==> src/bp_axil_consts.svh <==
// Field widths shared by the BedRock message ports and the AXI4-Lite masters
`ifndef BP_AXIL_CONSTS_SVH
`define BP_AXIL_CONSTS_SVH

// AXI4-Lite address and data paths
`define BP_AXIL_ADDR_W 32
`define BP_AXIL_DATA_W 64
`define BP_AXIL_STRB_W 8

// Byte lane offset inside one data word
`define BP_AXIL_OFFS_W 3

// AXI4-Lite protection and response codes
`define BP_AXIL_PROT_W 3
`define BP_AXIL_RESP_W 2

// BedRock message header fields
`define BP_MSG_TYPE_W 1
`define BP_MSG_SIZE_W 2
`define BP_MSG_TAG_W 8

`endif

==> src/bp_axil_pkg.sv <==
// AXI4-Lite channel payloads
// Valid and ready stay as separate scalar ports
`default_nettype none

`include "bp_axil_consts.svh"

package bp_axil_pkg;

  // Write address channel
  typedef struct packed
  {
    logic [`BP_AXIL_ADDR_W-1:0] addr;
    logic [`BP_AXIL_PROT_W-1:0] prot;
  } axil_aw_s;

  // Read address channel
  typedef struct packed
  {
    logic [`BP_AXIL_ADDR_W-1:0] addr;
    logic [`BP_AXIL_PROT_W-1:0] prot;
  } axil_ar_s;

  // Write data channel
  typedef struct packed
  {
    logic [`BP_AXIL_DATA_W-1:0] data;
    logic [`BP_AXIL_STRB_W-1:0] strb;
  } axil_w_s;

  // Read data channel
  typedef struct packed
  {
    logic [`BP_AXIL_DATA_W-1:0] data;
    logic [`BP_AXIL_RESP_W-1:0] resp;
  } axil_r_s;

endpackage

`default_nettype wire

==> src/bp_bedrock_pkg.sv <==
// BedRock uncached I/O message types
// Opcodes, transfer sizes and the command/response header
`default_nettype none

`include "bp_axil_consts.svh"

package bp_bedrock_pkg;

  // Uncached memory opcodes
  typedef enum logic [`BP_MSG_TYPE_W-1:0]
  {
    e_mem_uc_rd = 1'b0,
    e_mem_uc_wr = 1'b1
  } bp_msg_type_e;

  // Transfer size is 2^size bytes
  typedef enum logic [`BP_MSG_SIZE_W-1:0]
  {
    e_size_1 = 2'd0,
    e_size_2 = 2'd1,
    e_size_4 = 2'd2,
    e_size_8 = 2'd3
  } bp_msg_size_e;

  // Same header travels on the command and the response port
  typedef struct packed
  {
    bp_msg_type_e                msg_type;
    bp_msg_size_e                size;
    logic [`BP_AXIL_ADDR_W-1:0]  addr;
    logic [`BP_MSG_TAG_W-1:0]    tag;  // Opaque to the bridge, echoed back
  } bp_mem_header_s;

endpackage

`default_nettype wire

==> src/bp_axil_ctrl.sv <==
// Channel sequencer for the message to AXI4-Lite bridge
// Accepts one command, runs the AXI phases and returns one response
`timescale 1ns/10ps
`default_nettype none

`include "bp_axil_consts.svh"

module bp_axil_ctrl
  (input  wire                          clk_i
  ,input  wire                          arst_n_i

  ,input  wire                          io_cmd_v_i
  ,output logic                         io_cmd_ready_and_o
  ,input  wire bp_bedrock_pkg::bp_msg_type_e cmd_type_i

  ,output logic                         awvalid_o
  ,input  wire                          awready_i
  ,output logic                         wvalid_o
  ,input  wire                          wready_i
  ,input  wire                          bvalid_i
  ,output logic                         bready_o
  ,output logic                         arvalid_o
  ,input  wire                          arready_i
  ,input  wire                          rvalid_i
  ,output logic                         rready_o

  ,output logic                         io_resp_v_o
  ,input  wire                          io_resp_ready_and_i

  ,output logic                         cmd_load_o
  ,output logic                         rdata_load_o
  );

  import bp_bedrock_pkg::*;

  typedef enum logic [2:0]
  {
    e_idle,
    e_wr_addr,
    e_wr_resp,
    e_rd_addr,
    e_rd_data,
    e_resp
  } state_e;

  state_e state_r;
  state_e state_n;
  logic   aw_done_r;
  logic   w_done_r;
  logic   aw_hs;
  logic   w_hs;

  assign io_cmd_ready_and_o = (state_r == e_idle);
  assign awvalid_o          = (state_r == e_wr_addr) & ~aw_done_r;
  assign wvalid_o           = (state_r == e_wr_addr) & ~w_done_r;
  assign bready_o           = (state_r == e_wr_resp);
  assign arvalid_o          = (state_r == e_rd_addr);
  assign rready_o           = (state_r == e_rd_data);
  assign io_resp_v_o        = (state_r == e_resp);

  assign cmd_load_o   = io_cmd_ready_and_o & io_cmd_v_i;
  assign rdata_load_o = rready_o & rvalid_i;
  assign aw_hs        = awvalid_o & awready_i;
  assign w_hs         = wvalid_o & wready_i;

  always_comb
  begin
    state_n = state_r;
    case (state_r)
      e_idle:    if (io_cmd_v_i) state_n = (cmd_type_i == e_mem_uc_wr) ? e_wr_addr : e_rd_addr;
      e_wr_addr: if ((aw_done_r | aw_hs) & (w_done_r | w_hs)) state_n = e_wr_resp;
      e_wr_resp: if (bvalid_i) state_n = e_resp;
      e_rd_addr: if (arready_i) state_n = e_rd_data;
      e_rd_data: if (rvalid_i) state_n = e_resp;
      e_resp:    if (io_resp_ready_and_i) state_n = e_idle;
      default:   state_n = e_idle;
    endcase
  end

  always_ff @(posedge clk_i or negedge arst_n_i)
  begin
    if (!arst_n_i)
    begin
      state_r   <= e_idle;
      aw_done_r <= 1'b0;
      w_done_r  <= 1'b0;
    end
    else
    begin
      state_r <= state_n;
      if (cmd_load_o)
      begin
        aw_done_r <= 1'b0;
        w_done_r  <= 1'b0;
      end
      else
      begin
        if (aw_hs) aw_done_r <= 1'b1;  // AW and W may finish in either order
        if (w_hs) w_done_r <= 1'b1;
      end
    end
  end

endmodule

`default_nettype wire

==> src/bp_axil_lite_top.sv <==
// Two-channel bridge from uncached BedRock I/O messages to AXI4-Lite masters
// Channel 0 carries instruction fetch, channel 1 carries data
`timescale 1ns/10ps
`default_nettype none

`include "bp_axil_consts.svh"

module bp_axil_lite_top
  (input  wire                                        clk_i
  ,input  wire                                        arst_n_i

  ,input  wire bp_bedrock_pkg::bp_mem_header_s [1:0]  io_cmd_header_i
  ,input  wire logic [1:0][`BP_AXIL_DATA_W-1:0]       io_cmd_data_i
  ,input  wire logic [1:0]                            io_cmd_v_i
  ,output logic [1:0]                                 io_cmd_ready_and_o

  ,output bp_bedrock_pkg::bp_mem_header_s [1:0]       io_resp_header_o
  ,output logic [1:0][`BP_AXIL_DATA_W-1:0]            io_resp_data_o
  ,output logic [1:0]                                 io_resp_v_o
  ,input  wire logic [1:0]                            io_resp_ready_and_i

  ,output bp_axil_pkg::axil_aw_s [1:0]                m_axil_aw_o
  ,output logic [1:0]                                 m_axil_awvalid_o
  ,input  wire logic [1:0]                            m_axil_awready_i
  ,output bp_axil_pkg::axil_w_s [1:0]                 m_axil_w_o
  ,output logic [1:0]                                 m_axil_wvalid_o
  ,input  wire logic [1:0]                            m_axil_wready_i
  ,input  wire logic [1:0][`BP_AXIL_RESP_W-1:0]       m_axil_bresp_i  // Error codes are not acted on
  ,input  wire logic [1:0]                            m_axil_bvalid_i
  ,output logic [1:0]                                 m_axil_bready_o
  ,output bp_axil_pkg::axil_ar_s [1:0]                m_axil_ar_o
  ,output logic [1:0]                                 m_axil_arvalid_o
  ,input  wire logic [1:0]                            m_axil_arready_i
  ,input  wire bp_axil_pkg::axil_r_s [1:0]            m_axil_r_i
  ,input  wire logic [1:0]                            m_axil_rvalid_i
  ,output logic [1:0]                                 m_axil_rready_o
  );

  logic [1:0]                      cmd_load;
  logic [1:0]                      rdata_load;
  logic [1:0][`BP_AXIL_DATA_W-1:0] rd_data;

  for (genvar i = 0; i < 2; i++)
  begin : chan_g
    bp_axil_ctrl ctrl_i
      (.clk_i(clk_i), .arst_n_i(arst_n_i)
      ,.io_cmd_v_i(io_cmd_v_i[i]), .io_cmd_ready_and_o(io_cmd_ready_and_o[i])
      ,.cmd_type_i(io_cmd_header_i[i].msg_type)
      ,.awvalid_o(m_axil_awvalid_o[i]), .awready_i(m_axil_awready_i[i])
      ,.wvalid_o(m_axil_wvalid_o[i]), .wready_i(m_axil_wready_i[i])
      ,.bvalid_i(m_axil_bvalid_i[i]), .bready_o(m_axil_bready_o[i])
      ,.arvalid_o(m_axil_arvalid_o[i]), .arready_i(m_axil_arready_i[i])
      ,.rvalid_i(m_axil_rvalid_i[i]), .rready_o(m_axil_rready_o[i])
      ,.io_resp_v_o(io_resp_v_o[i]), .io_resp_ready_and_i(io_resp_ready_and_i[i])
      ,.cmd_load_o(cmd_load[i]), .rdata_load_o(rdata_load[i])
      );

    bp_axil_wr_path #(.channel_p(i)) wr_path_i
      (.clk_i(clk_i), .arst_n_i(arst_n_i), .cmd_load_i(cmd_load[i])
      ,.cmd_header_i(io_cmd_header_i[i]), .cmd_data_i(io_cmd_data_i[i])
      ,.aw_o(m_axil_aw_o[i]), .w_o(m_axil_w_o[i])
      );

    bp_axil_rd_path #(.channel_p(i)) rd_path_i
      (.clk_i(clk_i), .arst_n_i(arst_n_i), .cmd_load_i(cmd_load[i])
      ,.cmd_header_i(io_cmd_header_i[i]), .rdata_load_i(rdata_load[i])
      ,.r_i(m_axil_r_i[i]), .ar_o(m_axil_ar_o[i]), .rd_data_o(rd_data[i])
      );

    bp_axil_resp_path resp_path_i
      (.clk_i(clk_i), .arst_n_i(arst_n_i), .cmd_load_i(cmd_load[i])
      ,.cmd_header_i(io_cmd_header_i[i]), .rd_data_i(rd_data[i])
      ,.io_resp_header_o(io_resp_header_o[i]), .io_resp_data_o(io_resp_data_o[i])
      );
  end

endmodule

`default_nettype wire

==> src/bp_axil_rd_path.sv <==
// Read path: AR payload and sub-word extraction of the returned data
`timescale 1ns/10ps
`default_nettype none

`include "bp_axil_consts.svh"

module bp_axil_rd_path
  #(parameter int channel_p = 0)
  (input  wire                                   clk_i
  ,input  wire                                   arst_n_i
  ,input  wire                                   cmd_load_i
  ,input  wire bp_bedrock_pkg::bp_mem_header_s   cmd_header_i
  ,input  wire                                   rdata_load_i
  ,input  wire bp_axil_pkg::axil_r_s             r_i
  ,output bp_axil_pkg::axil_ar_s                 ar_o
  ,output logic [`BP_AXIL_DATA_W-1:0]            rd_data_o
  );

  import bp_bedrock_pkg::*;

  // Same protection code as the write path of this channel
  localparam logic [`BP_AXIL_PROT_W-1:0] prot_lp = '0;

  bp_msg_size_e               size_r;
  logic [`BP_AXIL_OFFS_W-1:0] offs_r;
  logic [`BP_AXIL_DATA_W-1:0] rdata_shift;
  logic [`BP_AXIL_DATA_W-1:0] rdata_mask;

  assign rdata_shift = r_i.data >> {offs_r, 3'b000};  // Bring addressed lane to byte 0

  always_comb
  begin
    case (size_r)
      e_size_1: rdata_mask = 64'h0000_0000_0000_00ff;
      e_size_2: rdata_mask = 64'h0000_0000_0000_ffff;
      e_size_4: rdata_mask = 64'h0000_0000_ffff_ffff;
      default:  rdata_mask = 64'hffff_ffff_ffff_ffff;
    endcase
  end

  always_ff @(posedge clk_i or negedge arst_n_i)
  begin
    if (!arst_n_i)
    begin
      ar_o      <= '0;
      size_r    <= e_size_1;
      offs_r    <= '0;
      rd_data_o <= '0;
    end
    else
    begin
      if (cmd_load_i)
      begin
        ar_o.addr <= cmd_header_i.addr;
        ar_o.prot <= prot_lp;
        size_r    <= cmd_header_i.size;
        offs_r    <= cmd_header_i.addr[`BP_AXIL_OFFS_W-1:0];
      end
      if (rdata_load_i) rd_data_o <= rdata_shift & rdata_mask;  // Zero-extended
    end
  end

endmodule

`default_nettype wire

==> src/bp_axil_resp_path.sv <==
// Response payload holder: echoed header and read data or zero
`timescale 1ns/10ps
`default_nettype none

`include "bp_axil_consts.svh"

module bp_axil_resp_path
  (input  wire                                   clk_i
  ,input  wire                                   arst_n_i
  ,input  wire                                   cmd_load_i
  ,input  wire bp_bedrock_pkg::bp_mem_header_s   cmd_header_i
  ,input  wire logic [`BP_AXIL_DATA_W-1:0]       rd_data_i
  ,output bp_bedrock_pkg::bp_mem_header_s        io_resp_header_o
  ,output logic [`BP_AXIL_DATA_W-1:0]            io_resp_data_o
  );

  import bp_bedrock_pkg::*;

  bp_mem_header_s hdr_r;

  // Header is captured at acceptance and kept until the next command
  always_ff @(posedge clk_i or negedge arst_n_i)
  begin
    if (!arst_n_i)
    begin
      hdr_r <= '0;
    end
    else if (cmd_load_i)
    begin
      hdr_r <= cmd_header_i;
    end
  end

  assign io_resp_header_o = hdr_r;

  // Read data only changes on the R handshake, so it is stable here too
  assign io_resp_data_o = (hdr_r.msg_type == e_mem_uc_rd) ? rd_data_i : '0;

endmodule

`default_nettype wire

==> src/bp_axil_wr_path.sv <==
// Write payload builder: AW address and W data with byte strobes
`timescale 1ns/10ps
`default_nettype none

`include "bp_axil_consts.svh"

module bp_axil_wr_path
  #(parameter int channel_p = 0)
  (input  wire                                   clk_i
  ,input  wire                                   arst_n_i
  ,input  wire                                   cmd_load_i
  ,input  wire bp_bedrock_pkg::bp_mem_header_s   cmd_header_i
  ,input  wire logic [`BP_AXIL_DATA_W-1:0]       cmd_data_i
  ,output bp_axil_pkg::axil_aw_s                 aw_o
  ,output bp_axil_pkg::axil_w_s                  w_o
  );

  import bp_bedrock_pkg::*;

  // Unprivileged, secure, data-class access on both fetch and data channels
  localparam logic [`BP_AXIL_PROT_W-1:0] prot_lp = '0;

  logic [`BP_AXIL_DATA_W-1:0] wdata_rep;
  logic [`BP_AXIL_STRB_W-1:0] size_mask;
  logic [`BP_AXIL_OFFS_W-1:0] lane_offs;

  assign lane_offs = cmd_header_i.addr[`BP_AXIL_OFFS_W-1:0];

  always_comb
  begin
    case (cmd_header_i.size)
      e_size_1:
      begin
        wdata_rep = {8{cmd_data_i[7:0]}};
        size_mask = 8'h01;
      end
      e_size_2:
      begin
        wdata_rep = {4{cmd_data_i[15:0]}};
        size_mask = 8'h03;
      end
      e_size_4:
      begin
        wdata_rep = {2{cmd_data_i[31:0]}};
        size_mask = 8'h0f;
      end
      default:
      begin
        wdata_rep = cmd_data_i;
        size_mask = 8'hff;
      end
    endcase
  end

  always_ff @(posedge clk_i or negedge arst_n_i)
  begin
    if (!arst_n_i)
    begin
      aw_o <= '0;
      w_o  <= '0;
    end
    else if (cmd_load_i)
    begin
      aw_o.addr <= cmd_header_i.addr;
      aw_o.prot <= prot_lp;
      w_o.data  <= wdata_rep;
      w_o.strb  <= size_mask << lane_offs;  // Aligned, so never wraps past lane 7
    end
  end

endmodule

`default_nettype wire

==> config.mk <==
export PLATFORM = sky130hd
export DESIGN_NAME = bp_axil_lite_top
export DESIGN_NICKNAME = d
export VERILOG_FILES = /design/src/bp_axil_pkg.sv /design/src/bp_bedrock_pkg.sv /design/src/bp_axil_ctrl.sv /design/src/bp_axil_lite_top.sv /design/src/bp_axil_rd_path.sv /design/src/bp_axil_resp_path.sv /design/src/bp_axil_wr_path.sv
export VERILOG_INCLUDE_DIRS = /design/src
export SDC_FILE = /design/constraint.sdc
export NUM_CORES = 1
export LEC_CHECK = 0
export ABC_CLOCK_PERIOD_IN_PS = 2450
export BUFFER_PORTS_ARGS = -buffer_cell sky130_fd_sc_hd__buf_2
export CAP_MARGIN = 5
export CORE_AREA = 2 2 339 341
export CTS_BUF_LIST = sky130_fd_sc_hd__clkbuf_16
export CTS_CLUSTER_DIAMETER = 40
export DETAILED_ROUTE_END_ITERATION = 8
export DIE_AREA = 0 0 341 343
export GPL_ROUTABILITY_DRIVEN = 0
export MAX_ROUTING_LAYER = met4
export SYNTH_ARGS = -nofsm -noshare
export SYNTH_HDL_FRONTEND = slang
export SYNTH_SLANG_ARGS = --single-unit
export TNS_END_PERCENT = 10
==> constraint.sdc <==
create_clock -name clk_i -period 2.45 [get_ports clk_i]
set_input_delay 0 -clock clk_i [delete_from_list [all_inputs] [get_ports clk_i]]
set_output_delay 0 -clock clk_i [all_outputs]
set_load 0.05 [all_outputs]
==> Yosys cells after proc, flatten, opt, wreduce, memory -nomap -nowiden <==
Cells that the tools add are included.
{ "totals": {"out_inout_bits": 512, "input_bits": 366, "ff_bits": 374, "word_cells": 124} }
{ "classes": {"shifts": 4, "n_mux": 32, "eq_ne": 30, "n_bitwise": 24, "reduce_logical": 12} }
{ "ops": {"columns": ["cell", "count"], "rows": [
  ["case mux 64 bit (3 select lines)", 4],
  ["AND 64 bit", 2],
  ["two-way mux 64 bit", 2],
  [">> shifter 64 x 6 -> 64 bit", 2],
  ["case mux 8 bit (3 select lines)", 2],
  ["two-way mux 3 bit", 12],
  ["case mux 3 bit (6 select lines)", 2],
  ["inequality test 2 bit, second input constant", 12],
  ["<< shifter 8 x 3 -> 8 bit", 2],
  ["AND 1 bit", 14],
  ["== test 3 x 2 -> 1 bit, second input constant", 4],
  ["== test 3 bit, second input constant", 4],
  ["AND reduction 6 bit", 2],
  ["== test 2 x 1 -> 1 bit, second input constant", 4],
  ["== test 2 bit, second input constant", 4],
  ["zero test 2 bit", 4],
  ["two-way mux 1 bit", 8],
  ["nonzero test 2 bit", 4],
  ["== test 3 x 1 -> 1 bit, second input constant", 2],
  ["zero test 3 bit", 2],
  ["two-way mux 2 bit", 2],
  ["inverter 1 bit", 4],
  ["bitwise OR 1 bit", 4]
]} }

==> Depth between registers and ports, before layout <==
Gate-level depths: netlist of run 1.
{ "logic_depth": {"word_depth": 7, "ltp_mapped": 9, "ltp_nobuf": 6} }

==> Modules after synthesis <==
From an unflattened synthesis of run 1, not the netlist that was laid out.
{ "unflattened": {"hier_cells": 2008, "area_unflattened_um2": 25512.0} }
{ "modules_own_cells": {"columns": ["mod", "instances", "area_each_um2", "cells_each"], "rows": [
  ["bp_axil_rd_path", 2, 5222.5, 394],
  ["bp_axil_wr_path", 2, 4937.2, 404],
  ["bp_axil_resp_path", 2, 2235.9, 162],
  ["bp_axil_ctrl", 2, 360.3, 44]
]} }

==> Worst setup path before layout of run 1 <==
No wires, ideal clock.
{ "synth_timing": {"kind": "register -> register", "startpoint": "reg chan_g[0].rd_path_i.offs_r[1]", "endpoint": "reg chan_g[0].rd_path_i.rd_data_o[10]", "path_stages_with_launch": 7, "synth_period_minus_slack_ps": 2137, "arrival_time_ps": 2016, "path_buffers": 3, "required_ps": 2328, "path_slack_ps": 313, "cell_sequence": "dfrtp_1 buf_2 buf_2 buf_2 mux2i_1 o211ai_1 a32o_1"} }
{ "synth_between": {"elab_chain_len": 2} }
{ "synth_rtl": {"columns": ["element", "line_no", "rtl"], "rows": [
  ["start: declaration", "bp_axil_rd_path.sv:25", "logic [`BP_AXIL_OFFS_W-1:0] offs_r;"],
  ["start signal: assignment", "bp_axil_rd_path.sv:57", "offs_r <= cmd_header_i.addr[`BP_AXIL_OFFS_W-1:0];"],
  [">> shifter 64 x 6 -> 64 bit", "bp_axil_rd_path.sv:29", "assign rdata_shift = r_i.data >> {offs_r, 3'b000};"],
  ["AND 64 bit", "bp_axil_rd_path.sv:59", "if (rdata_load_i) rd_data_o <= rdata_shift & rdata_mask;"],
  ["end signal: assignment", "bp_axil_rd_path.sv:59", null],
  ["end: declaration", "bp_axil_rd_path.sv:16", ",output logic [`BP_AXIL_DATA_W-1:0] rd_data_o"]
]} }
Every way passes these cells.
A chain may end at the register's enable or synchronous reset.

==> Worst setup path in the final report of run 1 <==
{ "layout_timing": {"startpoint": "reg chan_g[0].rd_path_i.offs_r[1]", "endpoint": "reg chan_g[0].rd_path_i.rd_data_o[1]"} }
Same word-level chain as after synthesis.

==> results.md, run 1 <==
- Share of the yosys chip area belonging to registers: 45.6%
- Final worst path period need: 2370 ps
- Worst relative slew slack: 28.5%
- Count of buffering cells on the critical path with inverters included: 2
- Total number of nets in the final design: 3683
- Die extent in y: 343 um
- Clock Path Buffers: 3
- Power after layout: 0.0504 W
- Core footprint: 113000 um^2
- Most area-hungry cell type in the Yosys netlist: sky130_fd_sc_hd__dfrtp_1
- Kind of start point of the critical path: register
- Most common flop cell mapped by yosys: sky130_fd_sc_hd__dfrtp_1
- Via count of the first global-routing pass: 21.7k
- Total Negative Setup Slacks: 0 ps
- Initial Util: 17.8%
- Highest-delay cell along the critical path: sky130_fd_sc_hd__dfrtp_4
- Class of the worst hold path: primary input to asynchronous set/reset pin
- Total of endpoints with negative setup slack in the final report: 0
- Port bufs: 857
- Top achievable clock speed: 0.422 GHz
- Share of flip-flops with an asynchronous set or reset: 100%
- Mean number of vias per cell: 4.40
- Endpoint class of the critical path: register
- Clock Sinks: 368
- Largest net degree at the start of global routing: 73
- Max stage delay on crit path: 680 ps
- First-pass GRT wire length: 150 mm
- Layout cell share with drive strength beyond 1: 35.3%
- Most numerous cell types in the synthesized netlist: 395 x sky130_fd_sc_hd__nand2_1, 368 x sky130_fd_sc_hd__dfrtp_1, 196 x sky130_fd_sc_hd__mux2i_1, 156 x sky130_fd_sc_hd__buf_4, 155 x sky130_fd_sc_hd__o21ai_0
- Number of max-slew violations in the final report: 0
- Summed instance area of the synthesized netlist: 20200 um^2
- Initial antenna violation count: 12
- Count of mapped cells out of synthesis: 2153
- Cell at the root of the clock tree: sky130_fd_sc_hd__clkbuf_16
- Synth cell types: 55
- Final Hold Fails: 0
- Routed length per instance: 21.8 um
- Number of placement rows: 124
- Non-Filler Instances: 4908
- Number of detailed-route iterations in the first pass: 8
- Data arrival time of the critical path: 2880 ps
- Routed wire length: 107 mm
- Outcome: completed
- DRT antenna net count: 0
- Maximum resistive drop on vdd: 1.28 mV
- Top-level port count: 878
- Die width: 341 um
- Overflow left after global routing: 0
- Skew-Pair Late Insertion Delay: 650 ps
- Htree depth: 3
- Largest delay share family, worst path: buffers and inverters
- Count of flip-flops with a built-in enable after synthesis: 0
- Max-cap violation count: 0
- Worst-case clock skew: 51.7 ps
- Minimum setup slack among reg-to-reg paths: 80 ps
- Classification of the worst setup path: register to register
- TritonCTS clock tree: done
- Post-synthesis register bit count: 368
- Vias after detailed routing: 21.6k
- Number of CTS-inserted buffers: 81
- Worst slew pin tran: 1060 ps
- Clock slew seen by the registers of the worst setup and hold paths: 60 ps
- Ranking of synthesized cells by area: sky130_fd_sc_hd__dfrtp_1 46%, sky130_fd_sc_hd__mux2i_1 9.7%, sky130_fd_sc_hd__nand2_1 7.3%
- DRC violations left: 0
- # placed instances: 4323
- Total of warnings raised by yosys: 0
- Number of buffers inserted by post-CTS setup repair: 0
- Static leakage: 16.2 nW
- Library cell with the highest instance count after synthesis: sky130_fd_sc_hd__nand2_1
- Setup repair after global routing missed its margin: yes
- Req. time, crit path: 2970 ps
- Total Routing Usage GR: 18.0%
- HPWL after DPL: 80.6 mm
- Final Cycle Share: 96.7%
- Die area: 117000 um^2
- Area overhead of the layout relative to synthesis: 62.5%
- Maximum fanout count along the critical path: 25
- Iteration-0 DRC count of the detailed router: 1453
- Mean instance size in the synthesized netlist: 9.38 um^2
- Cell area power density: 1540 nW/um^2
- Share of Yosys cell area claimed by the top area cell type: 45.6%
- Crit-path cells: buf_4, mux2_2, dlygate4sd3_1, o2111ai_1, o211ai_1
==> metrics by stage <==
step	hold WS, ps	utilization, %	cell area (um^2)	setup WS, ps
finish	30.7	28.9	32800	81.4
global route	39.0	28.9	32800	-28.1
CTS	0.132	28.9	32800	15.7
detailed placement	0.907	22.6	25600	254
global placement	-5.72	22.6	25600	250
floorplan	-296	-	20200	313
==> power by group <==
part | switching [W] | total (W) | leakage [nW] | internal [W]
clock network | 0.00406 | 0.0117 | 1.42 | 0.00761
registers | 0.00211 | 0.0107 | 4.67 | 0.00859
logic | 0.0207 | 0.0281 | 10.1 | 0.00735
==> routing by layer <==
metal	GRT usage, %	vias up	wire, um
li1	-	9719	-
met2	27.8	1086	49400
met5	-	-	0
met1	22.1	10500	44900
met3	4.95	257	8480
met4	7.19	0	4110
==> timing repair <==
| action | CTS | global route |
|---|---|---|
| endpoints found under the setup margin | 0 | 19 |
| gates resized for setup | 0 | 4 |
| hold buffers | 423 | 0 |
| endpoints found under the hold margin | 670 | 0 |
==> worst register-to-register path: cells and delay by family, from the launching register on <==
kind / cells / cell delay (ps)
buf+inv: 2 / 900
compound gates: 2 / 360
mux: 1 / 350
flops: 1 / 680
==> placed cells by master (no fill, tap or decap), drive strengths merged, types with 63 or more instances in the layout <==
cell / instances
buf: 963
dlygate4sd3: 421
nand2: 396
dfrtp: 368
mux2i: 196
o21ai: 163
nor2b: 144
nor2: 108
clkbuf: 81
mux2: 68
a21oi: 63
==> worst paths after layout <==
| path | startpoint | endpoint | depth (start not counted) |
|---|---|---|---|
| setup reg to reg | chan_g[0].rd_path_i.offs_r[1] | chan_g[0].rd_path_i.rd_data_o[1] | 5 |
| max in group asynchronous | arst_n_i | chan_g[0].rd_path_i.offs_r[1] | 3 |
| min in group clk_i | io_cmd_v_i[0] | chan_g[0].resp_path_i.io_resp_header_o[22] | 4 |
| hold reg to reg | chan_g[0].rd_path_i.rd_data_o[17] | chan_g[0].rd_path_i.rd_data_o[17] | 2 |
| hold / removal | arst_n_i | chan_g[0].rd_path_i.rd_data_o[51] | 3 |
| setup / recovery | chan_g[0].rd_path_i.offs_r[1] | chan_g[0].rd_path_i.rd_data_o[1] | 5 |
==> sequential cells by signal, indices dropped and copies added (netlist names) <==
register,flops
chan_g.wr_path_i.w_o,144
chan_g.rd_path_i.rd_data_o,128
chan_g.resp_path_i.io_resp_header_o,82
chan_g.ctrl_i.state_r,6
chan_g.rd_path_i.offs_r,4
chan_g.ctrl_i.aw_done_r,2
chan_g.ctrl_i.w_done_r,2
==> kinds of logic (layout without fill, tap and decap cells) <==
kind of cell,Yosys count,in the layout,share of synthesized area [%]
compound gates,483,483,15.9
flops,368,368,45.6
buf+inv,332,1551,9.20
mux,264,264,13.5
simple gates,704,704,15.8
other cells,1,25,0.0186
xor+xnor,1,1,0.0434
==> final cells by class <==
class                   instances  area [um^2]
well taps                    1512         1890
flip-flops and latches        368         9220
clock inverters                68          867
repair buffers               1385         9520
fillers                     11900        80600
multi-input cells            1464         9200
diodes                         13         32.5
inverters                      17         65.1
clock buffers                  81         2030
No activity file was read; power rests on OpenSTA's default activity.
==> run 2: changes to the inputs <==
--- a/config.mk
+++ b/config.mk
@@ -6,16 +6,18 @@
 export SDC_FILE = /design/constraint.sdc
 export NUM_CORES = 1
 export LEC_CHECK = 0
+export ABC_AREA = 1
 export ABC_CLOCK_PERIOD_IN_PS = 2450
 export BUFFER_PORTS_ARGS = -buffer_cell sky130_fd_sc_hd__buf_2
 export CAP_MARGIN = 5
-export CORE_AREA = 2 2 339 341
+export CORE_AREA = 2 2 347 349
 export CTS_BUF_LIST = sky130_fd_sc_hd__clkbuf_16
 export CTS_CLUSTER_DIAMETER = 40
 export DETAILED_ROUTE_END_ITERATION = 8
-export DIE_AREA = 0 0 341 343
+export DIE_AREA = 0 0 349 351
 export GPL_ROUTABILITY_DRIVEN = 0
 export MAX_ROUTING_LAYER = met4
+export PLACE_DENSITY_LB_ADDON = 0.25
 export SYNTH_ARGS = -nofsm -noshare
 export SYNTH_HDL_FRONTEND = slang
 export SYNTH_SLANG_ARGS = --single-unit
==> results.md, run 2 <==
- Max-cap violation count: 0 (unchanged)
- Clock slew seen by the registers of the worst setup and hold paths: 50 ps (about the same)
- Final Cycle Share: 97.0% (+0.29 points)
- Pre-CTS WS: 433 ps (+179 ps)
- First-pass GRT wire length: 148 mm (-1.8%)
- Maximum resistive drop on vdd: 1.43 mV (+12%)
- Classification of the worst setup path: register to register
- Library cell with the highest instance count after synthesis: sky130_fd_sc_hd__nand2_1
- Final worst path period need: 2380 ps (+7.02 ps)
- Startpoint of the lowest-slack register-to-register path: chan_g[0].rd_path_i.offs_r[0]
- Power share of the sequential group: 20.1% (-1.1 points)
- Share of Yosys cell area claimed by the top area cell type: 43.6% (-2.0 points)
- Summed instance area of the synthesized netlist: 21100 um^2 (+4.6%)
- Worst relative slew slack: 50.5% (+22 points)
- Non-Filler Instances: 5755 (+17%)
- Setup crit start: chan_g[0].rd_path_i.offs_r[0]
- Ranking of synthesized cells by area: sky130_fd_sc_hd__dfrtp_1 44%, sky130_fd_sc_hd__nand2_1 20%, sky130_fd_sc_hd__buf_4 5.9%
- Core occupancy in the finished layout: 28.8% (-0.096 points)
- Initial Util: 17.8% (-0.060 points)
- Final Hold Fails: 0 (unchanged)
- Int Pwr: 0.0250 W (+6.3%)
- Die width: 349 um (+2.3%)
- Port bufs: 857 (unchanged)
- Skew-Pair Late Insertion Delay: 660 ps (about the same)
- Top-level port count: 878 (unchanged)
- Count of mapped cells out of synthesis: 2937 (+36%)
- Most common flop cell mapped by yosys: sky130_fd_sc_hd__dfrtp_1
- Routed length per instance: 17.8 um (-18%)
- Endpoint class of the critical path: register
- Total Routing Usage GR: 16.2% (-1.8 points)
- Via count of the first global-routing pass: 23.7k (+9.4%)
- Die extent in y: 351 um (+2.3%)
- Cell at the root of the clock tree: sky130_fd_sc_hd__clkbuf_16
- CP Capture Point: chan_g[0].rd_path_i.rd_data_o[31]
- Net switching share of the total power: 53.9% (+0.60 points)
- Most area-hungry cell type in the Yosys netlist: sky130_fd_sc_hd__dfrtp_1
- Most common cell after layout, fill and taps aside: sky130_fd_sc_hd__nand2_1
- Outcome: completed
- Minimum setup slack among reg-to-reg paths: 70 ps (about the same)
- Number of placement rows: 127 (+2.4%)
- Area overhead of the layout relative to synthesis: 62.5% (about the same)
- Number of CTS-inserted buffers: 85 (+4.9%)
- Synth cell types: 38 (-31%)
- Overflow left after global routing: 0 (unchanged)
- Share of the yosys chip area belonging to registers: 43.6% (-2.0 points)
- HPWL after DPL: 72.0 mm (-11%)
- Total of warnings raised by yosys: 0 (unchanged)
- Total cell area at the placement stage: 26000 um^2 (+1.4%)
- Clock Sinks: 368 (unchanged)
- Total number of nets in the final design: 4500 (+22%)
- Comb power frac: 58.1% (+2.4 points)
- Core footprint: 119000 um^2 (+4.9%)
- Data arrival time of the critical path: 2900 ps (+20 ps)
- Clock network fraction of total power: 21.9% (-1.2 points)
- Count of flip-flops with a built-in enable after synthesis: 0 (unchanged)
- Number of max-slew violations in the final report: 0 (unchanged)
- Worst-case clock skew: 35.8 ps (-15.9 ps)
- Static leakage: 17.9 nW (+11%)
- # placed instances: 5078 (+17%)
- Top achievable clock speed: 0.421 GHz (-0.30%)
- Req. time, crit path: 2980 ps (about the same)
- Clock Path Buffers: 3 (unchanged)
- Largest register FFs: 144 (unchanged)
- Most used cells in the layout excluding fill and tap cells: 1126 x sky130_fd_sc_hd__nand2_1, 856 x sky130_fd_sc_hd__buf_2, 492 x sky130_fd_sc_hd__dlygate4sd3_1
- Net switching power: 0.0293 W (+8.9%)
- Layout cell share with drive strength beyond 1: 26.9% (-8.4 points)
- Vias after detailed routing: 24.2k (+12%)
- Number of detailed-route iterations in the first pass: 5 (-3)
- Post-synthesis register bit count: 368 (unchanged)
- Fill cell total of the finished layout: 13.0k (+9.3%)
- Mean instance size in the synthesized netlist: 7.19 um^2 (-23%)
- Most numerous cell types in the synthesized netlist: 1126 x sky130_fd_sc_hd__nand2_1, 368 x sky130_fd_sc_hd__dfrtp_1, 244 x sky130_fd_sc_hd__inv_1, 207 x sky130_fd_sc_hd__o21ai_0
- Kind of start point of the critical path: register
- Routed wire length: 102 mm (-4.1%)
- Worst slew pin tran: 735 ps (-329 ps)
- Register with the most flip-flops: chan_g.wr_path_i.w_o
- Iteration-0 DRC count of the detailed router: 1648 (+13%)
- Maximum fanout count along the critical path: 13 (-48%)
- DRC violations left: 0 (unchanged)
- TritonCTS clock tree: done
- Total of endpoints with negative setup slack in the final report: 0 (unchanged)
- Final setup margin: 74.4 ps (-7.02 ps)
- Endpoint of the lowest-slack register-to-register path: chan_g[0].rd_path_i.rd_data_o[31]
- Class of the worst hold path: primary input to register
- Initial antenna violation count: 9 (-3)
- Post-Route Hold Slack: 38.2 ps (+7.53 ps)
- Share of flip-flops with an asynchronous set or reset: 100% (unchanged)
- Largest net degree at the start of global routing: 143 (+96%)
- Final instance area: 34300 um^2 (+4.6%)
- Die area: 122000 um^2 (+4.7%)
- Mean number of vias per cell: 4.20 (-4.5%)
- DRT antenna net count: 0 (unchanged)
- Cell area power density: 1580 nW/um^2 (+3.0%)
- Setup repair after global routing missed its margin: yes
- Htree depth: 3 (unchanged)
- R2R depth: 10 (+5)
## run 2: routing by layer
layer  track usage (%)  vias up  part of all wire (%)
li1                  -    11600                     -
met1              20.6    11500                    43
met2              25.2      854                    47
met3              3.15      226                   6.4
met4              6.32        0                   3.9
met5                 -        -                     0
## run 2: what timing repair did
item	in CTS	in global routing
endpoints found under the setup margin	0	40
hold buffers	498	0
endpoints found under the hold margin	736	0
gates resized for setup	0	20
setup buffers	0	11
## run 2: worst min-delay path by stage
stage / slack, ps / to / startpoint / cells past startpoint
2_1_floorplan: -300 / chan_g[0].ctrl_i.aw_done_r / arst_n_i / 0
3_3_place_gp: -20 / chan_g[0].rd_path_i.rd_data_o[60] / arst_n_i / 1
3_5_place_dp: -10 / chan_g[0].rd_path_i.rd_data_o[52] / arst_n_i / 1
4_1_cts: 0.5 / chan_g[1].rd_path_i.rd_data_o[8] / m_axil_r_i[108] / 7
5_1_grt: 50 / chan_g[1].resp_path_i.io_resp_header_o[39] / io_cmd_header_i[82] / 4
6_report: 40 / chan_g[1].rd_path_i.rd_data_o[16] / m_axil_rvalid_i[1] / 7
## run 2: power groups by stage
stage	Sequential [W]	Combinational, W	Clock, W
finish	0.0109	0.0315	0.0119
CTS	0.0109	0.0308	0.0122
global placement	0.0109	0.0288	0
global route	0.0113	0.0336	0.0125
floorplan	0.0164	0.0167	0
detailed placement	0.0109	0.0288	0
## run 2: worst max-delay path: stages, from the launching register on
cell,delay (ps)
sky130_fd_sc_hd__dfrtp_2,470
sky130_fd_sc_hd__clkinv_4,80
sky130_fd_sc_hd__buf_12,150
sky130_fd_sc_hd__nand2_1,80
sky130_fd_sc_hd__nand3_1,70
sky130_fd_sc_hd__dlygate4sd3_1,580
sky130_fd_sc_hd__nand3_1,80
sky130_fd_sc_hd__dlygate4sd3_1,570
sky130_fd_sc_hd__nand2_1,50
sky130_fd_sc_hd__nand2_1,50
sky130_fd_sc_hd__nand2_1,50
## run 2: layout make-up
cell class	count	area [um^2]	share of cell area, %
diodes	3	7.51	0.0219
clock buffers	86	2150	6.27
clock inverters	71	813	2.37
inverters	259	990	2.88
multi-input cells	1993	8940	26.1
flip-flops and latches	368	9220	26.8
well taps	1548	1940	5.64
repair buffers	1427	10300	29.9
## run 2: per-stage QoR
stage / total power (W) / setup TNS, ps
2_1_floorplan: 0.0331 / 0
3_3_place_gp: 0.0397 / 0
3_5_place_dp: 0.0397 / 0
4_1_cts: 0.0539 / 0
5_1_grt: 0.0573 / -729
6_report: 0.0543 / 0
## run 2: cell families (layout without fill, tap and decap cells)
| kind of cell | Yosys count | in the layout | synth area share, % |
|---|---|---|---|
| and+or+nand+nor | 1530 | 1530 | 29.2 |
| buffers and inverters | 587 | 1843 | 14.3 |
| AOI/OAI and AO/OA | 451 | 451 | 12.9 |
| DFF | 368 | 368 | 43.6 |
| other | 1 | 15 | 0.0177 |
